## src/verilog/net_pkg.sv

```systemverilog
/*
  Shared definitions for the network controller's address acquisition.
  Holds the timing constants, the vector types with a meaning, the
  grouped signal structs and the address FSM state encoding.
  Every design file refers to these with net_pkg:: scoped names.
*/
package net_pkg;

  // --------------------
  // plain vector types
  // --------------------
  typedef logic [31:0] ip_addr_t;
  typedef logic [47:0] mac_addr_t;
  // lease and window counts, up to 262143 s
  typedef logic [17:0] seconds_t;
  typedef logic [31:0] lease_t;
  // seconds since the first discover
  typedef logic [3:0]  elapsed_t;
  typedef logic [26:0] cycles_t;

  // --------------------
  // timing constants
  // --------------------
  // tx_clock rate at 1 Gb
  localparam int       CYCLES_PER_SECOND = 125_000_000;
  // 12 hours when the server gives no lease
  localparam seconds_t DEFAULT_RENEW_S   = 18'd43_200;
  localparam seconds_t RENEW_ACK_S       = 18'd20;
  localparam seconds_t RENEW_RETRY_S     = 18'd300;
  localparam elapsed_t GIVE_UP_S         = 4'd15;
  // discover resent at these elapsed seconds
  localparam elapsed_t RETRY_AT_1        = 4'd1;
  localparam elapsed_t RETRY_AT_3        = 4'd3;
  localparam elapsed_t RETRY_AT_7        = 4'd7;
  // link-local 169.254.x.x
  localparam logic [15:0] APIPA_PREFIX   = {8'd169, 8'd254};

  // --------------------
  // grouped signals
  // --------------------
  // speed 10 = 1 Gb, 01 = 100 Mb
  typedef struct packed {
    logic [1:0] speed;
    logic       duplex;
  } phy_status_t;

  typedef struct packed {
    logic use_static;
    logic static_fallback;
  } net_config_t;

  typedef struct packed {
    logic up;
    logic settled;
    logic speed_1gb;
  } link_state_t;

  // offer and lease only valid with success
  typedef struct packed {
    logic     success;
    ip_addr_t offer;
    lease_t   lease;
  } dhcp_result_t;

  typedef struct packed {
    logic     load;
    seconds_t value;
  } lease_cmd_t;

  typedef enum logic [2:0] {
    st_link_wait,
    st_settle,
    st_discover,
    st_wait_offer,
    st_fixed,
    st_bound,
    st_renew_req,
    st_renew_ack
  } addr_state_e;

endpackage

```

## src/verilog/second_tick.sv

```systemverilog
/*
  One-second prescaler on tx_clock.
  Strobes tick for one cycle every CYCLES_PER_SECOND cycles, counted
  from the release of reset. Simulation lowers the rate via the parameter.
*/
`timescale 1ns/1ps

module second_tick #(
  parameter int CYCLES_PER_SECOND = net_pkg::CYCLES_PER_SECOND
) (
  input  logic tx_clock,
  input  logic rst_n,
  output logic tick
);

  // cycles within the current second
  net_pkg::cycles_t count;

  always_ff @(posedge tx_clock) begin
    if (!rst_n) begin
      count <= '0;
      tick  <= 1'b0;
    end else if (count == net_pkg::cycles_t'(CYCLES_PER_SECOND - 1)) begin
      // last cycle of the second, wrap and strobe
      count <= '0;
      tick  <= 1'b1;
    end else begin
      count <= count + net_pkg::cycles_t'(1);
      tick  <= 1'b0;
    end
  end

endmodule

```

## src/verilog/link_monitor.sv

```systemverilog
/*
  PHY link watcher.
  Registers link good from the PHY speed and duplex, latches the speed
  as the link comes up and raises settled once a whole second has gone by.
  A dropped link clears everything at once.
*/
`timescale 1ns/1ps

module link_monitor (
  input  logic                 tx_clock,
  input  logic                 rst_n,
  input  logic                 tick,
  input  net_pkg::phy_status_t phy,
  output net_pkg::link_state_t link
);

  // full duplex and exactly one speed bit set
  logic link_good;
  // first tick after up seen, second ends the settle
  logic seen_tick;

  assign link_good = phy.duplex && (phy.speed[1] != phy.speed[0]);

  always_ff @(posedge tx_clock) begin
    if (!rst_n) begin
      link      <= '0;
      seen_tick <= 1'b0;
    end else if (!link_good) begin
      // loss clears up and settled on the same edge
      link.up      <= 1'b0;
      link.settled <= 1'b0;
      seen_tick    <= 1'b0;
    end else begin
      link.up <= 1'b1;
      // rising edge of up, capture the speed
      if (!link.up) begin
        link.speed_1gb <= phy.speed[1];
      end
      // ticks only count once up is registered
      if (link.up && tick) begin
        if (seen_tick) begin
          link.settled <= 1'b1;
        end else begin
          seen_tick <= 1'b1;
        end
      end
    end
  end

endmodule

```

## src/verilog/lease_timer.sv

```systemverilog
/*
  Loadable seconds countdown.
  The address FSM loads it for the renewal wait, the ACK window and
  the pause between renewal attempts. expired stays high while the
  count sits at zero, so the FSM samples it as a level.
*/
`timescale 1ns/1ps

module lease_timer (
  input  logic                tx_clock,
  input  logic                rst_n,
  input  logic                tick,
  input  net_pkg::lease_cmd_t cmd,
  output logic                expired
);

  // seconds left in the current window
  net_pkg::seconds_t count;

  // --------------------
  // countdown
  // --------------------
  always_ff @(posedge tx_clock) begin
    if (!rst_n) begin
      count <= '0;
    end else if (cmd.load) begin
      // a load wins over a tick in the same cycle
      count <= cmd.value;
    end else if (tick && (count != '0)) begin
      count <= count - net_pkg::seconds_t'(1);
    end
  end

  // --------------------
  // status
  // --------------------
  // holds at zero until the next load
  assign expired = (count == '0);

endmodule

```

## src/verilog/address_fsm.sv

```systemverilog
/*
  Address acquisition and lease renewal FSM.
  Combines the link state and the lease timer with the configuration
  bits to pick a static, DHCP or link-local address. Talks to the
  external DHCP engine with single-cycle request and success strobes.
*/
`timescale 1ns/1ps

module address_fsm (
  input  logic                  tx_clock,
  input  logic                  rst_n,
  input  logic                  tick,
  input  net_pkg::link_state_t  link,
  input  logic                  lease_expired,
  input  net_pkg::net_config_t  cfg,
  input  net_pkg::ip_addr_t     static_ip,
  input  net_pkg::mac_addr_t    local_mac,
  input  net_pkg::dhcp_result_t dhcp,
  output net_pkg::lease_cmd_t   lease_cmd,
  output logic                  dhcp_tx_request,
  output logic                  dhcp_rx_enable,
  output logic                  ip_valid,
  output net_pkg::ip_addr_t     local_ip,
  output net_pkg::elapsed_t     dhcp_seconds
);

  net_pkg::addr_state_e state;
  // elapsed count after this tick
  net_pkg::elapsed_t    next_seconds;
  // renewal wait from the offered lease
  net_pkg::seconds_t    renew_s;
  // timer holds its old count while a load is in flight
  logic                 window_done;

  assign next_seconds = dhcp_seconds + net_pkg::elapsed_t'(1);
  assign window_done  = lease_expired && !lease_cmd.load;

  // half the lease saturated to the timer width
  always_comb begin
    if (dhcp.lease == '0) begin
      renew_s = net_pkg::DEFAULT_RENEW_S;
    end else if (|dhcp.lease[31:19]) begin
      renew_s = '1;
    end else begin
      renew_s = dhcp.lease[18:1];
    end
  end

  always_ff @(posedge tx_clock) begin
    if (!rst_n) begin
      state           <= net_pkg::st_link_wait;
      lease_cmd       <= '0;
      dhcp_tx_request <= 1'b0;
      dhcp_rx_enable  <= 1'b0;
      ip_valid        <= 1'b0;
      local_ip        <= '0;
      dhcp_seconds    <= '0;
    end else begin
      // strobes last one cycle
      dhcp_tx_request <= 1'b0;
      lease_cmd.load  <= 1'b0;

      if ((state != net_pkg::st_link_wait) && !link.up) begin
        // link lost so start over
        state          <= net_pkg::st_link_wait;
        ip_valid       <= 1'b0;
        dhcp_rx_enable <= 1'b0;
      end else begin
        case (state)
          net_pkg::st_link_wait: begin
            if (link.up) begin
              state <= net_pkg::st_settle;
            end
          end

          // --------------------
          // address choice
          // --------------------
          net_pkg::st_settle: begin
            if (link.settled) begin
              if (cfg.use_static && !cfg.static_fallback) begin
                local_ip <= static_ip;
                ip_valid <= 1'b1;
                state    <= net_pkg::st_fixed;
              end else begin
                // DHCP needs 0.0.0.0 as source
                local_ip     <= '0;
                dhcp_seconds <= '0;
                state        <= net_pkg::st_discover;
              end
            end
          end

          net_pkg::st_discover: begin
            dhcp_tx_request <= 1'b1;
            dhcp_rx_enable  <= 1'b1;
            state           <= net_pkg::st_wait_offer;
          end

          net_pkg::st_wait_offer: begin
            if (dhcp.success) begin
              local_ip        <= dhcp.offer;
              ip_valid        <= 1'b1;
              dhcp_rx_enable  <= 1'b0;
              dhcp_seconds    <= '0;
              lease_cmd.load  <= 1'b1;
              lease_cmd.value <= renew_s;
              state           <= net_pkg::st_bound;
            end else if (tick) begin
              dhcp_seconds <= next_seconds;
              if ((next_seconds == net_pkg::RETRY_AT_1) ||
                  (next_seconds == net_pkg::RETRY_AT_3) ||
                  (next_seconds == net_pkg::RETRY_AT_7)) begin
                state <= net_pkg::st_discover;
              end else if (next_seconds == net_pkg::GIVE_UP_S) begin
                // no offer so static if allowed else link-local
                if (cfg.static_fallback) begin
                  local_ip <= static_ip;
                end else begin
                  local_ip <= {net_pkg::APIPA_PREFIX, local_mac[15:0]};
                end
                ip_valid       <= 1'b1;
                dhcp_rx_enable <= 1'b0;
                state          <= net_pkg::st_fixed;
              end
            end
          end

          // static or link-local held until link loss
          net_pkg::st_fixed: begin
          end

          // --------------------
          // lease renewal
          // --------------------
          net_pkg::st_bound: begin
            if (window_done) begin
              state <= net_pkg::st_renew_req;
            end
          end

          net_pkg::st_renew_req: begin
            dhcp_tx_request <= 1'b1;
            dhcp_rx_enable  <= 1'b1;
            lease_cmd.load  <= 1'b1;
            lease_cmd.value <= net_pkg::RENEW_ACK_S;
            state           <= net_pkg::st_renew_ack;
          end

          net_pkg::st_renew_ack: begin
            if (dhcp.success) begin
              // address kept and only the lease refreshed
              lease_cmd.load  <= 1'b1;
              lease_cmd.value <= renew_s;
              dhcp_rx_enable  <= 1'b0;
              state           <= net_pkg::st_bound;
            end else if (window_done) begin
              // no ACK so pause before the next try
              lease_cmd.load  <= 1'b1;
              lease_cmd.value <= net_pkg::RENEW_RETRY_S;
              dhcp_rx_enable  <= 1'b0;
              state           <= net_pkg::st_bound;
            end
          end

          default: begin
            state <= net_pkg::st_link_wait;
          end
        endcase
      end
    end
  end

endmodule

```

## src/verilog/network_ctrl.sv

```systemverilog
/*
  Network controller top level, address acquisition only.
  Ties the second tick, the link monitor and the lease timer to the
  address FSM. The DHCP engine sits outside and talks through the
  request and success strobes.
*/
`timescale 1ns/1ps

module network_ctrl #(
  parameter int CYCLES_PER_SECOND = net_pkg::CYCLES_PER_SECOND
) (
  input  logic                  tx_clock,
  input  logic                  rst_n,
  input  net_pkg::phy_status_t  phy,
  input  net_pkg::net_config_t  cfg,
  input  net_pkg::ip_addr_t     static_ip,
  input  net_pkg::mac_addr_t    local_mac,
  input  net_pkg::dhcp_result_t dhcp,
  output logic                  link_up,
  output logic                  speed_1gb,
  output logic                  ip_valid,
  output logic                  dhcp_tx_request,
  output logic                  dhcp_rx_enable,
  output net_pkg::ip_addr_t     local_ip,
  output net_pkg::elapsed_t     dhcp_seconds
);

  logic                 tick;
  net_pkg::link_state_t link;
  net_pkg::lease_cmd_t  lease_cmd;
  logic                 lease_expired;

  // --------------------
  // timing and monitors
  // --------------------
  second_tick #(
    .CYCLES_PER_SECOND(CYCLES_PER_SECOND)
  ) second_tick_inst (
    .tx_clock(tx_clock),
    .rst_n   (rst_n),
    .tick    (tick)
  );

  link_monitor link_monitor_inst (
    .tx_clock(tx_clock),
    .rst_n   (rst_n),
    .tick    (tick),
    .phy     (phy),
    .link    (link)
  );

  lease_timer lease_timer_inst (
    .tx_clock(tx_clock),
    .rst_n   (rst_n),
    .tick    (tick),
    .cmd     (lease_cmd),
    .expired (lease_expired)
  );

  // --------------------
  // address FSM
  // --------------------
  address_fsm address_fsm_inst (
    .tx_clock       (tx_clock),
    .rst_n          (rst_n),
    .tick           (tick),
    .link           (link),
    .lease_expired  (lease_expired),
    .cfg            (cfg),
    .static_ip      (static_ip),
    .local_mac      (local_mac),
    .dhcp           (dhcp),
    .lease_cmd      (lease_cmd),
    .dhcp_tx_request(dhcp_tx_request),
    .dhcp_rx_enable (dhcp_rx_enable),
    .ip_valid       (ip_valid),
    .local_ip       (local_ip),
    .dhcp_seconds   (dhcp_seconds)
  );

  // link status out to the board
  assign link_up   = link.up;
  assign speed_1gb = link.speed_1gb;

endmodule

```

## config.mk

```make
export PLATFORM = sky130hd
export DESIGN_NAME = network_ctrl
export DESIGN_NICKNAME = d
export VERILOG_FILES = /design/src/verilog/net_pkg.sv /design/src/verilog/second_tick.sv /design/src/verilog/link_monitor.sv /design/src/verilog/lease_timer.sv /design/src/verilog/address_fsm.sv /design/src/verilog/network_ctrl.sv
export SDC_FILE = /design/constraint.sdc
export NUM_CORES = 1
export LEC_CHECK = 0
export ABC_CLOCK_PERIOD_IN_PS = 5300
export BUFFER_PORTS_ARGS = -buffer_cell sky130_fd_sc_hd__buf_4
export CORE_ASPECT_RATIO = 1.5
export CORE_MARGIN = 2
export CORE_UTILIZATION = 30
export CTS_CLUSTER_DIAMETER = 150
export DETAILED_ROUTE_END_ITERATION = 8
export PLACE_DENSITY_LB_ADDON = 0.15
export RECOVER_POWER = 100
export SLEW_MARGIN = 20
export SYNTH_ARGS = -nofsm -noshare
export SYNTH_HDL_FRONTEND = slang
export SYNTH_SLANG_ARGS = --single-unit
export TNS_END_PERCENT = 100
```

## constraint.sdc

```tcl
create_clock -name tx_clock -period 5.3 [get_ports tx_clock]
set_clock_uncertainty 0.05 [all_clocks]
set_input_delay 1.325 -clock tx_clock [delete_from_list [all_inputs] [get_ports tx_clock]]
set_output_delay 1.325 -clock tx_clock [all_outputs]
set_load 0.005 [all_outputs]
```

==> run summary <==
For this run, the leading register cell type out of synthesis is dfxtp_1. Summing the areas of all and, or, nand and nor instances in the mapped netlist gives 23.02% of the synthesized area. The switching share of power is between 20% and 30%. The CTS clock-pin slew for the worst setup and hold paths is approximately 70 ps.

The worst-skew pair later-pin latency came out at between 300 and 400 ps. The number of global-route vias before repair came to 5,355. For this block, the routed nets add up to roughly 16 mm of wire. After synthesis, the largest family of logic cells by area is compound AO/OA/AOI/OAI gates. For this design the total switching power over the nets is between 0.3 and 0.4 mW.

The ratio of cells with drive above 1 in the final layout is between 20 and 25%. When the netlist entered floorplanning its net count stood at around 820. The combinational power share is approximately 6.8%. The count of input and output buffers is between 150 and 200.

The final cycle utilization of the critical path came out at approximately three quarters. The power density relative to cell area came out at around 240 nW/um2. The post-synthesis register bit count is roughly 110.

The number of enable flip-flop cells after synthesis is 0. Internal power comes to between 1 and 1.5 mW. The total vias in the final route is ~5,400. The I/O pin count came out at 193. The fraction of synthesized area in multiplexers is 0%.

For the worst setup path, the data arrival time is between 4000 and 5000 ps. The setup violation total in the final timing report came out at 0. The signed area change from the synthesized netlist to the final layout came out at 27.40%. The worst IR drop on VDD came out at about 0.14 mV. The multi-input combinational cells in the finished layout cover a total of around 3000 um2. The initial utilization of the core area, before any placement, comes to a little under a third. The share of the synthesized area in compound gates (AO/OA/AOI/OAI) is a little over a quarter. The number of antenna diodes came out at 0.

The capture point of the worst reg-to-reg path is address_fsm_inst.lease_cmd[2]$_SDFFE_PN0P_. The instance count after placement with tap cells included came out at ~990. The hold path startpoint is second_tick_inst.count[0]$_SDFF_PP0_. The highest achievable clock rate came out at about 0.26 GHz. The number of setup buffers added after CTS came out at 0. After the first detailed-routing iteration, the DRC count stood at between 300 and 400. Setup repair after global routing left no endpoint under its margin. The sequential fraction of design power came out at ~50%. The global-route wire length before repair is about 26 mm. The net total in the final layout is about 940. The peak fanout along the critical path is 32. The type of element launching the critical path is an input pin. The final reports fail on max-capacitance violations, max-slew violations. The reported leakage power came out at between 3 and 4 nW. The count of clock tree sinks is around 110. After detailed routing, the number of remaining DRC violations is 0. The portion of total power attributed to the clock network came out at 43.2%. For this run, asynchronously set or reset flops after synthesis account for 0%. The number of hold-repair buffers added at the cts stage came out at 0. The worst max-slew margin expressed relative to the limit came out at -10.94%. In this run the remaining antenna-violating nets after routing total 0. The critical path is of the in2reg type.

The portion of synthesized cell area occupied by the leading cell type is between 40% and 50%. The number of placement rows is 60. The number of iterations in the first detailed-routing pass is 5. The final-layout worst hold slack is approximately 400 ps. Entering global routing, the biggest net connects 75 pins. The final hold violation count is 0. The die width came out at roughly 110 um. In this run the worst hold path is classified as reg2reg. The H-tree depth reported by CTS came out at 3. The post-DP HPWL is between 10 and 15 mm. The layout has between 1,500 and 2,000 filler cells.

The worst setup slack for register-to-register paths came out at 1790 ps. The run finished, with violations left. The fraction of synthesized cell area in xor and xnor cells is roughly 4.1%.

The register area came out at approximately 2200 um2. In this run the standard cell core region covers approximately 18,000 um2. The unique cell type count in the Yosys netlist is 58. Of the total synthesized cell area, the portion taken by full adders, half adders and majority gates is about 1.4%. Along the worst hold path, the cell count comes to 1. The max-capacitance violation count is 3. Routability-driven placement finished with a final weighted congestion of roughly 0.80. Of the synthesized area, sequential elements account for between 40% and 50%. The initial antenna violation count is 0. The tree is rooted in a clkbuf_16. Synthesis produced a netlist whose cell count is between 600 and 700. The largest buffer count on any clock path is 2. The aggregate global-route resource usage came out at between 10% and 20%.

The count of placed standard cells in the final layout, fillers left out is 1,007. Summed over all layers, the global routing overflow is 0. The area of the die came out at 19,510 um2. dfxtp_1 takes more of the synthesized area than any other cell. In the final routed layout, each cell accounts on average for between 15 and 20 um.

In this run, CTS created clock tree buffers numbering 9. The endpoint kind of the worst setup timing path is a flop. The average via count per standard cell came out at around 5.4.

The total of cells resized after clock tree synthesis came out at 0. Dividing the synthesized area by the synthesized cell count gives 8.346 um2. The path with the worst hold slack has its endpoint at second_tick_inst.count[0]$_SDFF_PP0_. The final setup TNS came out at 0 ps. The cell area that synthesis handed to floorplanning was 5517 um2.

After synthesis, the cell types taking the most area are dfxtp_1 40%, o211a_1 6.0%, nand2_1 5.4%. Yosys printed 0 warnings. In this run the critical register-to-register path is launched from lease_timer_inst.count[4]$_SDFFE_PN0P_.

The minimum clock period is between 3000 and 4000 ps. The required time reported for the critical path endpoint came out at around 5600 ps. The number of cells on the worst reg-to-reg path came out at 6. TritonCTS built the clock tree. The number of max-slew violations in the final report is 55. The slew at the pin closest to its max-slew limit is 1656 ps. The height of the die came out at 170.1 um.
## placed cells by master (no fill, tap or decap), drive strengths merged, types with 14 or more instances in the layout
cell type,count
dfxtp,111
a222oi,16
inv,18
nor4,14
clkbuf,51
nand3,21
nor3,17
xor2,15
nor2,70
buf,122
o211a,33
o21ai,33
nand2,80
a21oi,16
## cell families (layout without fill, tap and decap cells)
logic type | Yosys count | after routing
AO/OA/AOI/OAI | 188 | 188
adder cells (fa/ha/maj) | 6 | 6
buffers and inverters | 66 | 195
flip-flops | 111 | 111
AND/OR/NAND/NOR | 264 | 264
XOR/XNOR | 26 | 26
## per-layer routing
metal	vias up	global-route usage, %	part of all wire (%)
li1	2673	-	-
met5	-	0	0
met1	2511	19.38	40
met4	0	5.605	2.0
met2	182	29.61	51
met3	27	4.238	6.4
## registers in the layout (all words and copies together) (netlist names)
signal,cells
address_fsm_inst.local_ip,32
second_tick_inst.count,27
address_fsm_inst.lease_cmd,19
lease_timer_inst.count,18
address_fsm_inst.dhcp_seconds,4
address_fsm_inst.state,3
link_monitor_inst.link,3
address_fsm_inst.dhcp_rx_enable,1
address_fsm_inst.dhcp_tx_request,1
address_fsm_inst.ip_valid,1
link_monitor_inst.seen_tick,1
second_tick_inst.tick,1
## how the worst max path moves through the flow
| stage | startpoint | endpoint | slack, ps |
|---|---|---|---|
| after floorplan | dhcp[64] | address_fsm_inst.local_ip[10]$_SDFFE_PN0P_ | 2300 |
| after global placement | dhcp[64] | address_fsm_inst.local_ip[24]$_SDFFE_PN0P_ | 1810 |
| after detailed placement | dhcp[64] | address_fsm_inst.local_ip[3]$_SDFFE_PN0P_ | 1730 |
| after CTS | dhcp[64] | address_fsm_inst.local_ip[3]$_SDFFE_PN0P_ | 2100 |
| after global routing | dhcp[64] | address_fsm_inst.local_ip[3]$_SDFFE_PN0P_ | 1170 |
| final | dhcp[64] | address_fsm_inst.local_ip[9]$_SDFFE_PN0P_ | 1410 |
## metrics by stage
step	util, %	setup WS [ps]	total power [mW]	area, um2
finish	39.01	1414	1.680	7028
global route	39.01	1171	1.741	7028
CTS	39.58	2104	1.701	7132
detailed placement	37.86	1731	0.9746	6822
global placement	37.86	1808	0.9726	6822
floorplan	-	2298	0.8935	5517
## power by group through the flow
stage	combinational (mW)	clock, mW	sequential [mW]
finish	0.114	0.726	0.840
global route	0.124	0.776	0.841
CTS	0.115	0.745	0.840
detailed placement	0.115	0	0.860
global placement	0.113	0	0.860
floorplan	0.0356	0	0.858
## synthesized netlist by cell type, types with 14 or more instances
cell,count
xor2_1,15
nor2_1,70
nand3_1,21
a222oi_1,16
o21ai_0,32
nor3_1,15
inv_1,17
nand2_1,80
o211a_1,33
dfxtp_1,111
clkbuf_1,39
nor4_1,14
a21oi_1,16
## worst max-delay path: stages
cell      delay (ps)
clkbuf_1         420
and3_1           520
and2_0          1270
a222oi_1         260
nand2_1          170
o211a_1          150
## final cells by class
type | instances | share of cell area (%)
Multi-Input combinational cell | 484 | 43.01
Sequential cell | 111 | 31.62
Timing Repair Buffer | 163 | 16.18
Tap cell | 217 | 3.863
Clock buffer | 10 | 3.258
Clock inverter | 5 | 1.157
Inverter | 17 | 0.9080
Power figures use the tool's default switching activity.
